$ cat src/hw/gt_link_consts.svh
`ifndef GT_LINK_CONSTS_SVH
`define GT_LINK_CONSTS_SVH

// lane word and k-flag widths
`define GT_DWIDTH 16
`define GT_DBYTE 2

// alignment words, K28.5 in the low byte and the step number above it
`define GT_ALIGN1_WORD 16'h01bc
`define GT_ALIGN2_WORD 16'h02bc
`define GT_ALIGN3_WORD 16'h03bc
`define GT_ALIGN_ISK 2'b01 // only the low byte is a k-char

// state timer
`define GT_TIMER_WIDTH 16

// counted state lengths, in CPLLLOCKDETCLK cycles
`define GT_WAIT_CYCLES 20
`define GT_CPLL_RESET_CYCLES 2
`define GT_GT_RESET_CYCLES 10
`define GT_CDR_STABLE_CYCLES 64
`define GT_ALIGN_HOLD_CYCLES 16

// timeouts
`define GT_TMO_SHORT 1024
`define GT_TMO_LONG 4096 // RESETTING states only

// extra low samples tolerated on the raw cdr lock
`define GT_LOCK_MAX 3

`endif
$ cat src/hw/gt_link_pkg.sv
package gt_link_pkg;

	// bring-up sequencer states
	typedef enum logic [4:0] {
		IDLE,
		TX_WAIT,
		CPLL_RESET,
		CPLL_LOCKING,
		GT_TX_RESET,
		GT_TX_RESETTING,
		RX_WAIT,
		RX_CDR_WAIT,
		RX_CDR_STABLE,
		GT_RX_RESET,
		GT_RX_RESETTING,
		ALIGN1,
		ALIGN2,
		ALIGN2_CHK,
		ALIGN3,
		DATA,
		RX_ERR,
		TX_TMO,
		RX_TMO
	} link_state_t;

	// what the transmitter puts on the lane
	typedef enum logic [1:0] {
		SEL_ALIGN1,
		SEL_ALIGN2,
		SEL_ALIGN3,
		SEL_DATA
	} tx_sel_t;

endpackage

$ cat src/hw/gt_link_top.sv
`timescale 1ns/1ps
`include "gt_link_consts.svh"

module gt_link_top import gt_link_pkg::*; (
	input  logic CPLLLOCKDETCLK,
	input  logic reset,
	input  logic [`GT_DWIDTH-1:0] rx_data_i,
	input  logic [`GT_DBYTE-1:0] rx_charisk_i,
	input  logic [`GT_DBYTE-1:0] rx_disperr_i,
	input  logic [`GT_DBYTE-1:0] rx_notintable_i,
	input  logic rx_byte_aligned_i,
	input  logic rx_cdr_lock_i,
	input  logic cpll_lock_i,
	input  logic cpll_refclk_lost_i,
	input  logic tx_reset_done_i,
	input  logic rx_reset_done_i,
	input  logic [`GT_DWIDTH-1:0] tx_user_data_i,
	input  logic [`GT_DBYTE-1:0] tx_user_charisk_i,
	output logic cpll_reset_o,
	output logic gt_tx_reset_o,
	output logic gt_rx_reset_o,
	output logic [`GT_DWIDTH-1:0] tx_data_o,
	output logic [`GT_DBYTE-1:0] tx_charisk_o,
	output logic link_up_o
);

	logic cdr_locked;
	logic align1_seen;
	logic align2_seen;
	logic rx_err;
	tx_sel_t tx_sel;

	cdr_lock_filter u_cdr_lock_filter (
		.CPLLLOCKDETCLK(CPLLLOCKDETCLK),
		.reset(reset),
		.rx_cdr_lock_i(rx_cdr_lock_i),
		.cdr_locked_o(cdr_locked)
	);

	align_word_detect u_align_word_detect (
		.CPLLLOCKDETCLK(CPLLLOCKDETCLK),
		.reset(reset),
		.rx_data_i(rx_data_i),
		.rx_charisk_i(rx_charisk_i),
		.rx_disperr_i(rx_disperr_i),
		.rx_notintable_i(rx_notintable_i),
		.align1_seen_o(align1_seen),
		.align2_seen_o(align2_seen),
		.rx_err_o(rx_err)
	);

	link_init_fsm u_link_init_fsm (
		.CPLLLOCKDETCLK(CPLLLOCKDETCLK),
		.reset(reset),
		.cpll_lock_i(cpll_lock_i),
		.cpll_refclk_lost_i(cpll_refclk_lost_i),
		.tx_reset_done_i(tx_reset_done_i),
		.rx_reset_done_i(rx_reset_done_i),
		.rx_byte_aligned_i(rx_byte_aligned_i),
		.cdr_locked_i(cdr_locked),
		.align1_seen_i(align1_seen),
		.align2_seen_i(align2_seen),
		.rx_err_i(rx_err),
		.cpll_reset_o(cpll_reset_o),
		.gt_tx_reset_o(gt_tx_reset_o),
		.gt_rx_reset_o(gt_rx_reset_o),
		.tx_sel_o(tx_sel),
		.link_up_o(link_up_o)
	);

	tx_word_mux u_tx_word_mux (
		.CPLLLOCKDETCLK(CPLLLOCKDETCLK),
		.reset(reset),
		.tx_sel_i(tx_sel),
		.tx_user_data_i(tx_user_data_i),
		.tx_user_charisk_i(tx_user_charisk_i),
		.tx_data_o(tx_data_o),
		.tx_charisk_o(tx_charisk_o)
	);

endmodule

$ cat src/hw/link_init_fsm.sv
`timescale 1ns/1ps
`include "gt_link_consts.svh"

module link_init_fsm import gt_link_pkg::*; (
	input  logic CPLLLOCKDETCLK,
	input  logic reset,
	input  logic cpll_lock_i,
	input  logic cpll_refclk_lost_i,
	input  logic tx_reset_done_i,
	input  logic rx_reset_done_i,
	input  logic rx_byte_aligned_i,
	input  logic cdr_locked_i,
	input  logic align1_seen_i,
	input  logic align2_seen_i,
	input  logic rx_err_i,
	output logic cpll_reset_o,
	output logic gt_tx_reset_o,
	output logic gt_rx_reset_o,
	output tx_sel_t tx_sel_o,
	output logic link_up_o
);

	localparam int TW = `GT_TIMER_WIDTH;
	// last timer value of each counted state
	localparam logic [TW-1:0] WAIT_LAST = TW'(`GT_WAIT_CYCLES - 1);
	localparam logic [TW-1:0] CPLL_RST_LAST = TW'(`GT_CPLL_RESET_CYCLES - 1);
	localparam logic [TW-1:0] GT_RST_LAST = TW'(`GT_GT_RESET_CYCLES - 1);
	localparam logic [TW-1:0] CDR_STABLE_LAST = TW'(`GT_CDR_STABLE_CYCLES - 1);
	localparam logic [TW-1:0] HOLD_LAST = TW'(`GT_ALIGN_HOLD_CYCLES - 1);
	localparam logic [TW-1:0] TMO_SHORT = TW'(`GT_TMO_SHORT);
	localparam logic [TW-1:0] TMO_LONG = TW'(`GT_TMO_LONG);

	link_state_t state;
	link_state_t next;
	logic [TW-1:0] timer; // cycles spent in the current state
	logic tmo;
	logic tmo_long;
	logic pll_ok;
	logic far_aligned; // far end has shown the step-2 word

	assign tmo = (timer == TMO_SHORT);
	assign tmo_long = (timer == TMO_LONG);
	assign pll_ok = cpll_lock_i & ~cpll_refclk_lost_i;

	always_ff @(posedge CPLLLOCKDETCLK or posedge reset) begin
		if (reset) begin
			state <= IDLE;
			timer <= '0;
		end
		else begin
			state <= next;
			timer <= (next == state) ? timer + 1'b1 : '0; // restart on every change
		end
	end

	always_comb begin
		next = state;
		case (state)
			IDLE: next = TX_WAIT;
			TX_WAIT: next = tmo ? TX_TMO : (timer == WAIT_LAST) ? CPLL_RESET : TX_WAIT;
			CPLL_RESET: next = tmo ? TX_TMO : (timer == CPLL_RST_LAST) ? CPLL_LOCKING : CPLL_RESET;
			CPLL_LOCKING: next = tmo ? TX_TMO : cpll_lock_i ? GT_TX_RESET : CPLL_LOCKING;
			GT_TX_RESET: next = tmo ? TX_TMO : (timer == GT_RST_LAST) ? GT_TX_RESETTING : GT_TX_RESET;
			GT_TX_RESETTING: begin
				if (tmo_long)
					next = TX_TMO;
				else if (tx_reset_done_i && pll_ok)
					next = RX_WAIT;
			end
			RX_WAIT: next = tmo ? RX_TMO : (timer == WAIT_LAST) ? RX_CDR_WAIT : RX_WAIT;
			RX_CDR_WAIT: next = cdr_locked_i ? RX_CDR_STABLE : RX_CDR_WAIT; // no timeout here
			RX_CDR_STABLE: begin
				if (!cdr_locked_i)
					next = RX_CDR_WAIT;
				else if (timer == CDR_STABLE_LAST)
					next = GT_RX_RESET;
			end
			GT_RX_RESET: next = tmo ? RX_TMO : (timer == GT_RST_LAST) ? GT_RX_RESETTING : GT_RX_RESET;
			GT_RX_RESETTING: begin
				if (tmo_long)
					next = RX_TMO;
				else if (tx_reset_done_i && rx_reset_done_i && pll_ok)
					next = ALIGN1;
			end
			ALIGN1, ALIGN2, ALIGN2_CHK, ALIGN3: begin
				if (tmo)
					next = RX_TMO;
				else if (!cdr_locked_i)
					next = RX_WAIT;
				else if (state == ALIGN1)
					next = rx_byte_aligned_i ? ALIGN2 : ALIGN1;
				else if (!rx_byte_aligned_i)
					next = ALIGN1; // lost the comma position
				else if (state == ALIGN2_CHK)
					next = far_aligned ? ALIGN3 : ALIGN2;
				else if (timer == HOLD_LAST)
					next = (state == ALIGN2) ? ALIGN2_CHK : DATA;
			end
			DATA: begin
				if (!pll_ok)
					next = TX_WAIT;
				else if (!cdr_locked_i)
					next = RX_WAIT;
				else if (rx_err_i)
					next = RX_ERR;
				else if (!rx_byte_aligned_i)
					next = ALIGN1;
				else if (align1_seen_i)
					next = ALIGN2; // far end restarted its alignment
				else if (align2_seen_i)
					next = ALIGN3;
			end
			RX_ERR: next = ALIGN1;
			TX_TMO: next = TX_WAIT;
			RX_TMO: next = RX_WAIT;
			default: next = IDLE;
		endcase
	end

	// outputs follow the state being entered, so they line up with state
	always_ff @(posedge CPLLLOCKDETCLK or posedge reset) begin
		if (reset) begin
			cpll_reset_o <= 1'b1;
			gt_tx_reset_o <= 1'b1;
			gt_rx_reset_o <= 1'b1;
			tx_sel_o <= SEL_ALIGN1;
			link_up_o <= 1'b0;
		end
		else begin
			case (next)
				TX_WAIT: begin
					cpll_reset_o <= 1'b1;
					gt_tx_reset_o <= 1'b1;
					gt_rx_reset_o <= 1'b1;
				end
				CPLL_RESET: begin
					cpll_reset_o <= 1'b1;
					gt_tx_reset_o <= 1'b0; // gt resets are pulsed after lock
					gt_rx_reset_o <= 1'b0;
				end
				CPLL_LOCKING: cpll_reset_o <= 1'b0;
				GT_TX_RESET: begin
					gt_tx_reset_o <= 1'b1;
					gt_rx_reset_o <= 1'b1;
				end
				GT_TX_RESETTING: begin
					gt_tx_reset_o <= 1'b0;
					gt_rx_reset_o <= 1'b0;
				end
				GT_RX_RESET: begin
					gt_tx_reset_o <= 1'b0;
					gt_rx_reset_o <= 1'b1;
				end
				GT_RX_RESETTING: gt_rx_reset_o <= 1'b0;
				default: ;
			endcase
			case (next)
				ALIGN2, ALIGN2_CHK: tx_sel_o <= SEL_ALIGN2;
				ALIGN3: tx_sel_o <= SEL_ALIGN3;
				DATA: tx_sel_o <= SEL_DATA;
				default: tx_sel_o <= SEL_ALIGN1;
			endcase
			link_up_o <= (next == DATA);
		end
	end

	always_ff @(posedge CPLLLOCKDETCLK or posedge reset) begin
		if (reset)
			far_aligned <= 1'b0;
		else if ((next != state) && (next == DATA || next == TX_WAIT))
			far_aligned <= 1'b0;
		else if (align2_seen_i && (state == ALIGN1 || state == ALIGN2 || state == ALIGN2_CHK))
			far_aligned <= 1'b1;
	end

endmodule

$ cat src/hw/tx_word_mux.sv
`timescale 1ns/1ps
`include "gt_link_consts.svh"

module tx_word_mux import gt_link_pkg::*; (
	input  logic CPLLLOCKDETCLK,
	input  logic reset,
	input  tx_sel_t tx_sel_i,
	input  logic [`GT_DWIDTH-1:0] tx_user_data_i,
	input  logic [`GT_DBYTE-1:0] tx_user_charisk_i,
	output logic [`GT_DWIDTH-1:0] tx_data_o,
	output logic [`GT_DBYTE-1:0] tx_charisk_o
);

	always_ff @(posedge CPLLLOCKDETCLK or posedge reset) begin
		if (reset) begin
			tx_data_o <= `GT_ALIGN1_WORD; // far end sees step 1 from the start
			tx_charisk_o <= `GT_ALIGN_ISK;
		end
		else begin
			case (tx_sel_i)
				SEL_ALIGN2: tx_data_o <= `GT_ALIGN2_WORD;
				SEL_ALIGN3: tx_data_o <= `GT_ALIGN3_WORD;
				SEL_DATA: tx_data_o <= tx_user_data_i;
				default: tx_data_o <= `GT_ALIGN1_WORD;
			endcase
			// user k-flags only in data mode
			if (tx_sel_i == SEL_DATA) begin
				tx_charisk_o <= tx_user_charisk_i;
			end
			else begin
				tx_charisk_o <= `GT_ALIGN_ISK;
			end
		end
	end

endmodule

$ cat src/hw/align_word_detect.sv
`timescale 1ns/1ps
`include "gt_link_consts.svh"

module align_word_detect (
	input  logic CPLLLOCKDETCLK,
	input  logic reset,
	input  logic [`GT_DWIDTH-1:0] rx_data_i,
	input  logic [`GT_DBYTE-1:0] rx_charisk_i,
	input  logic [`GT_DBYTE-1:0] rx_disperr_i,
	input  logic [`GT_DBYTE-1:0] rx_notintable_i,
	output logic align1_seen_o,
	output logic align2_seen_o,
	output logic rx_err_o
);

	logic is_align1;
	logic is_align2;
	logic code_err;

	// word and k-flags must both match
	assign is_align1 = (rx_data_i == `GT_ALIGN1_WORD) && (rx_charisk_i == `GT_ALIGN_ISK);
	assign is_align2 = (rx_data_i == `GT_ALIGN2_WORD) && (rx_charisk_i == `GT_ALIGN_ISK);
	assign code_err = |{rx_disperr_i, rx_notintable_i}; // any byte, either kind

	always_ff @(posedge CPLLLOCKDETCLK or posedge reset) begin
		if (reset) begin
			align1_seen_o <= 1'b0;
			align2_seen_o <= 1'b0;
			rx_err_o <= 1'b0;
		end
		else begin
			align1_seen_o <= is_align1;
			align2_seen_o <= is_align2;
			rx_err_o <= code_err;
		end
	end

endmodule

$ cat src/hw/cdr_lock_filter.sv
`timescale 1ns/1ps
`include "gt_link_consts.svh"

module cdr_lock_filter (
	input  logic CPLLLOCKDETCLK,
	input  logic reset,
	input  logic rx_cdr_lock_i,
	output logic cdr_locked_o
);

	localparam int CW = $clog2(`GT_LOCK_MAX + 1);
	localparam logic [CW-1:0] LOCK_MAX = CW'(`GT_LOCK_MAX);

	logic [CW-1:0] unlock_cnt; // consecutive low samples

	always_ff @(posedge CPLLLOCKDETCLK or posedge reset) begin
		if (reset) begin
			unlock_cnt <= '0;
			cdr_locked_o <= 1'b0;
		end
		else if (rx_cdr_lock_i) begin
			unlock_cnt <= '0;
			cdr_locked_o <= 1'b1;
		end
		else if (unlock_cnt != LOCK_MAX) begin
			unlock_cnt <= unlock_cnt + 1'b1; // short dropout, keep the flag
		end
		else begin
			cdr_locked_o <= 1'b0;
		end
	end

endmodule

$ cat config.mk
export PLATFORM = sky130hd
export DESIGN_NAME = gt_link_top
export DESIGN_NICKNAME = d
export VERILOG_FILES = /design/src/hw/gt_link_pkg.sv /design/src/hw/gt_link_top.sv /design/src/hw/link_init_fsm.sv /design/src/hw/tx_word_mux.sv /design/src/hw/align_word_detect.sv /design/src/hw/cdr_lock_filter.sv
export VERILOG_INCLUDE_DIRS = /design/src /design/src/hw
export SDC_FILE = /design/constraint.sdc
export NUM_CORES = 1
export LEC_CHECK = 0
export BUFFER_PORTS_ARGS = -buffer_cell sky130_fd_sc_hd__buf_2
export CORE_UTILIZATION = 30
export DETAILED_ROUTE_END_ITERATION = 12
export PLACE_DENSITY = 0.48
export SLEW_MARGIN = 20
export SYNTH_ARGS = -nofsm -noshare
export SYNTH_HDL_FRONTEND = slang
export SYNTH_SLANG_ARGS = --single-unit
$ cat constraint.sdc
create_clock -name CPLLLOCKDETCLK -period 3.3 [get_ports CPLLLOCKDETCLK]
set_input_delay 0 -clock CPLLLOCKDETCLK [delete_from_list [all_inputs] [get_ports CPLLLOCKDETCLK]]
set_output_delay 0 -clock CPLLLOCKDETCLK [all_outputs]
set_load 0.02 [all_outputs]
==> impl_results.md <==
- Worst slack, placed: 0.292 ns
- Grt ovf: 0
- Largest stage delay, worst path: about 0.48 ns
- Initial DRC count: 174
- CP required: between 3 and 4 ns
- Number of synthesized flops with an enable pin: 0
- RePlAce Congestion: ~0.83
- Cell breakdown of the critical path: nor4b_1 > nand4_1 > and3_1 > a221oi_2 > nand4_4 > xor2_1 > or4_1 > buf_12 > nor2_1
- Max_slew headroom: between 50% and 60%
- Synth Register Bits: 52
- Post-CTS setup repair buffer count: 0
- Synth cell types: 68
- Commonest cells in the netlist: 42 x dfrtp_1, 29 x nor2_1, 19 x nand2_1
- GR Layer Usage met3: 2.18%
- Mapped Nets: 380
- Share of layout cells above drive strength 1: a little under a third
- Via density: 5.03
- Data arrival, critical path: between 3 and 4 ns
- Max Clk Rate: approximately 330 MHz
- DRC: 0
- Die H: between 100 and 150 microns
- Post-Syn Area: about 0.0032 sq mm
- Initial core utilization: between 30% and 40%
- Htree depth: 2
- Root Driver: clkbuf_8
- DR vias: roughly 2800
- Crit path max fanout: 16
- Final setup viols: 0
- Outcome: completed
- Width of the chip: ~110 microns
- Dpl hpwl: 5.67 mm
- Core area: roughly 0.010 sq mm
- RSZ-0062 raised after global routing: false
- Post-CTS resize count: 0
- Global route hottest layer: met2
- P&R area growth vs syn: 27.5%
- Global Route Usage Sum: approximately 15%
- CTS Sinks: 52
- Setup ws final: roughly 0.27 ns
- Skew final: 0.0157 ns
- Port Buf Inserts: 69
- Post-synthesis sequential area ratio: between 40% and 50%
- Count leader, synth: dfrtp_1
- Post-Synthesis Cells: ~330
- Worst-path clk slew: about 0.10 ns
- Met2 usage: around a quarter
- Tmin final: ~3.0 ns
- Routed wire length: approximately 7.8 mm
- Crit path kind: reg2reg
- Post-route cell area: between 0.004 and 0.005 sq mm
- Post-CTS Hold Buffers: 26
- Critical path endpoint category: flop
- Vias in the first global route: 2720
- Max-Cap Viols: 0
- Rows: 37
- HP Class: in2reg
- CTS Buffer Depth: 2
- Area post-placement: 0.00368 sq mm
- DRT antenna net count: 0
- # IOs: 70
- Later-pin clock latency in the skew report: 0.31 ns
- Met1 usage: about a fifth
- Avg WL per Cell: roughly 14 microns
- Max Slew Vio Count: 0
- Initial antenna violation count: 0
- Fin crit share: roughly nine tenths
- Synth Warn #: 0
- Pin slew with the least headroom to its limit: approximately 0.63 ns
- CP Launch Type: flop
- Maximum vdd drop: between 0.4 and 0.5 mV
- Yosys top cell area share: roughly a third
- Async S/R FF share, synth: between 90% and 100%
- Hold_ws: between 0.15 and 0.2 ns
- PwrDens: 661 mW/mm^2
- Die area: roughly 0.011 sq mm
- Final-report hold violation count: 0
- Total negative slack: 0 ns
- Pin count of the biggest net entering global routing: 32
- First-pass GRT wire length: between 10 and 15 mm
- Largest cells by area after synthesis: dfrtp_1 33%, dfstp_2 8.2%, nor2_1 3.4%
- Flop-to-flop setup slack: around 0.27 ns
- Dominant cell type by area after synthesis: dfrtp_1
- Lkg Pwr: ~1.8 nW
- TritonCTS clock tree: built
- Drt first pass iters: 4
- Synth Flop Type: dfrtp_1
- Worst path slowest cell: or4_1
- Cts bufs inserted: 5
- Synthesized area per cell: ~10 sq um
- Final Net Count: 473
- Antenna Cells: 0
power by group:
| group | switching, W | internal [W] | leakage, nW |
|---|---|---|---|
| Combinational | 0.000804 | 0.000567 | 1.09 |
| Clock | 0.000218 | 0.000248 | 0.0614 |
| Sequential | 0.000129 | 0.000720 | 0.674 |
cell type report:
class	instances	area, sq um
fillers	1041	6260
multi-input cells	244	1710
flip-flops and latches	52	1310
repair buffers	106	701
well taps	136	170
clock buffers	6	82.6
inverters	12	45.0
clock inverters	2	38.8
stage by stage:
stage / total power (W) / std cells / util, %
after floorplan: 0.00192 / 328 / -
after detailed placement: 0.00221 / 524 / 35.7
after CTS: 0.00272 / 558 / 39.4
final: 0.00269 / 558 / 39.4
after global routing: 0.00288 / 558 / 39.4
after global placement: 0.00223 / 524 / 35.7
critical path: cells and delay by family (launching register included):
family,cells,cell delay [ns]
buf+inv,1,0.20
compound gates,1,0.30
flops,1,0.47
xor+xnor,1,0.19
simple gates,6,1.79
cells in the final DEF (no fill, tap or decap), drive strengths merged, types with 2 or more instances in the layout:
cell type	netlist	routed
o41ai	2	2
xnor2	10	10
nor3	8	8
buf	12	80
mux2i	3	3
nand3b	3	3
a21o	2	2
ha	4	4
nand4	12	12
a221oi	2	2
nand2b	5	5
dfstp	10	10
a21oi	15	15
nor4b	4	4
clkbuf	8	6
and4b	4	4
a41oi	2	2
dlygate4sd3	0	26
o21bai	3	3
xor2	10	10
and4	2	2
or4	2	2
and3	17	17
or2	7	7
nand2	19	19
nand3	12	12
nor4	7	7
o21ai	10	10
and3b	2	2
inv	12	12
or3b	2	2
a31oi	4	4
dfrtp	42	42
nor2	39	39
nor3b	6	6
or4b	2	2
nor2b	6	6
flip-flops by register name, summed over array words and instances, names as in the netlist:
| name | flops |
|---|---|
| u_link_init_fsm.state | 5 |
| u_link_init_fsm.tx_sel_o | 2 |
| u_align_word_detect.rx_err_o | 1 |
| u_align_word_detect.align2_seen_o | 1 |
| u_cdr_lock_filter.cdr_locked_o | 1 |
| u_link_init_fsm.cpll_reset_o | 1 |
| u_cdr_lock_filter.unlock_cnt | 2 |
| u_tx_word_mux.tx_data_o | 16 |
| u_link_init_fsm.timer | 16 |
| u_link_init_fsm.gt_rx_reset_o | 1 |
| u_align_word_detect.align1_seen_o | 1 |
| u_link_init_fsm.link_up_o | 1 |
| u_link_init_fsm.far_aligned | 1 |
| u_link_init_fsm.gt_tx_reset_o | 1 |
| u_tx_word_mux.tx_charisk_o | 2 |
metal layers:
metal  wire (microns)  part of all wire, %  vias to the layer above
met5                0                    0                        -
met4               87                  1.1                        0
met2             3840                   49                       62
li1                 -                    -                     1362
met1             3630                   47                     1375
met3              227                  2.9                        9
path summary, 6_finish.rpt:
| check | from | end | cells after the start |
|---|---|---|---|
| worst max-delay path | u_link_init_fsm.timer[9] | u_link_init_fsm.timer[6] | 9 |
| worst min-delay path | rx_byte_aligned_i | u_link_init_fsm.state[0] | 4 |
| worst max register to register | u_link_init_fsm.timer[9] | u_link_init_fsm.timer[6] | 9 |
| worst min register to register | u_link_init_fsm.timer[0] | u_link_init_fsm.timer[0] | 1 |
| max in group asynchronous | reset | u_link_init_fsm.gt_tx_reset_o | 4 |
| min in group asynchronous | reset | u_tx_word_mux.tx_data_o[15] | 3 |
kinds of logic (layout without fill, tap and decap cells):
group / count (synthesis) / after routing / synth area share, %
simple gates: 162 / 162 / 33.2
fa+ha+maj: 4 / 4 / 1.57
mux: 3 / 3 / 0.942
buf+inv: 32 / 126 / 5.06
compound gates: 55 / 55 / 12.6
xor+xnor: 20 / 20 / 5.49
flops: 52 / 52 / 41.2
Power figures use the tool's default switching activity.
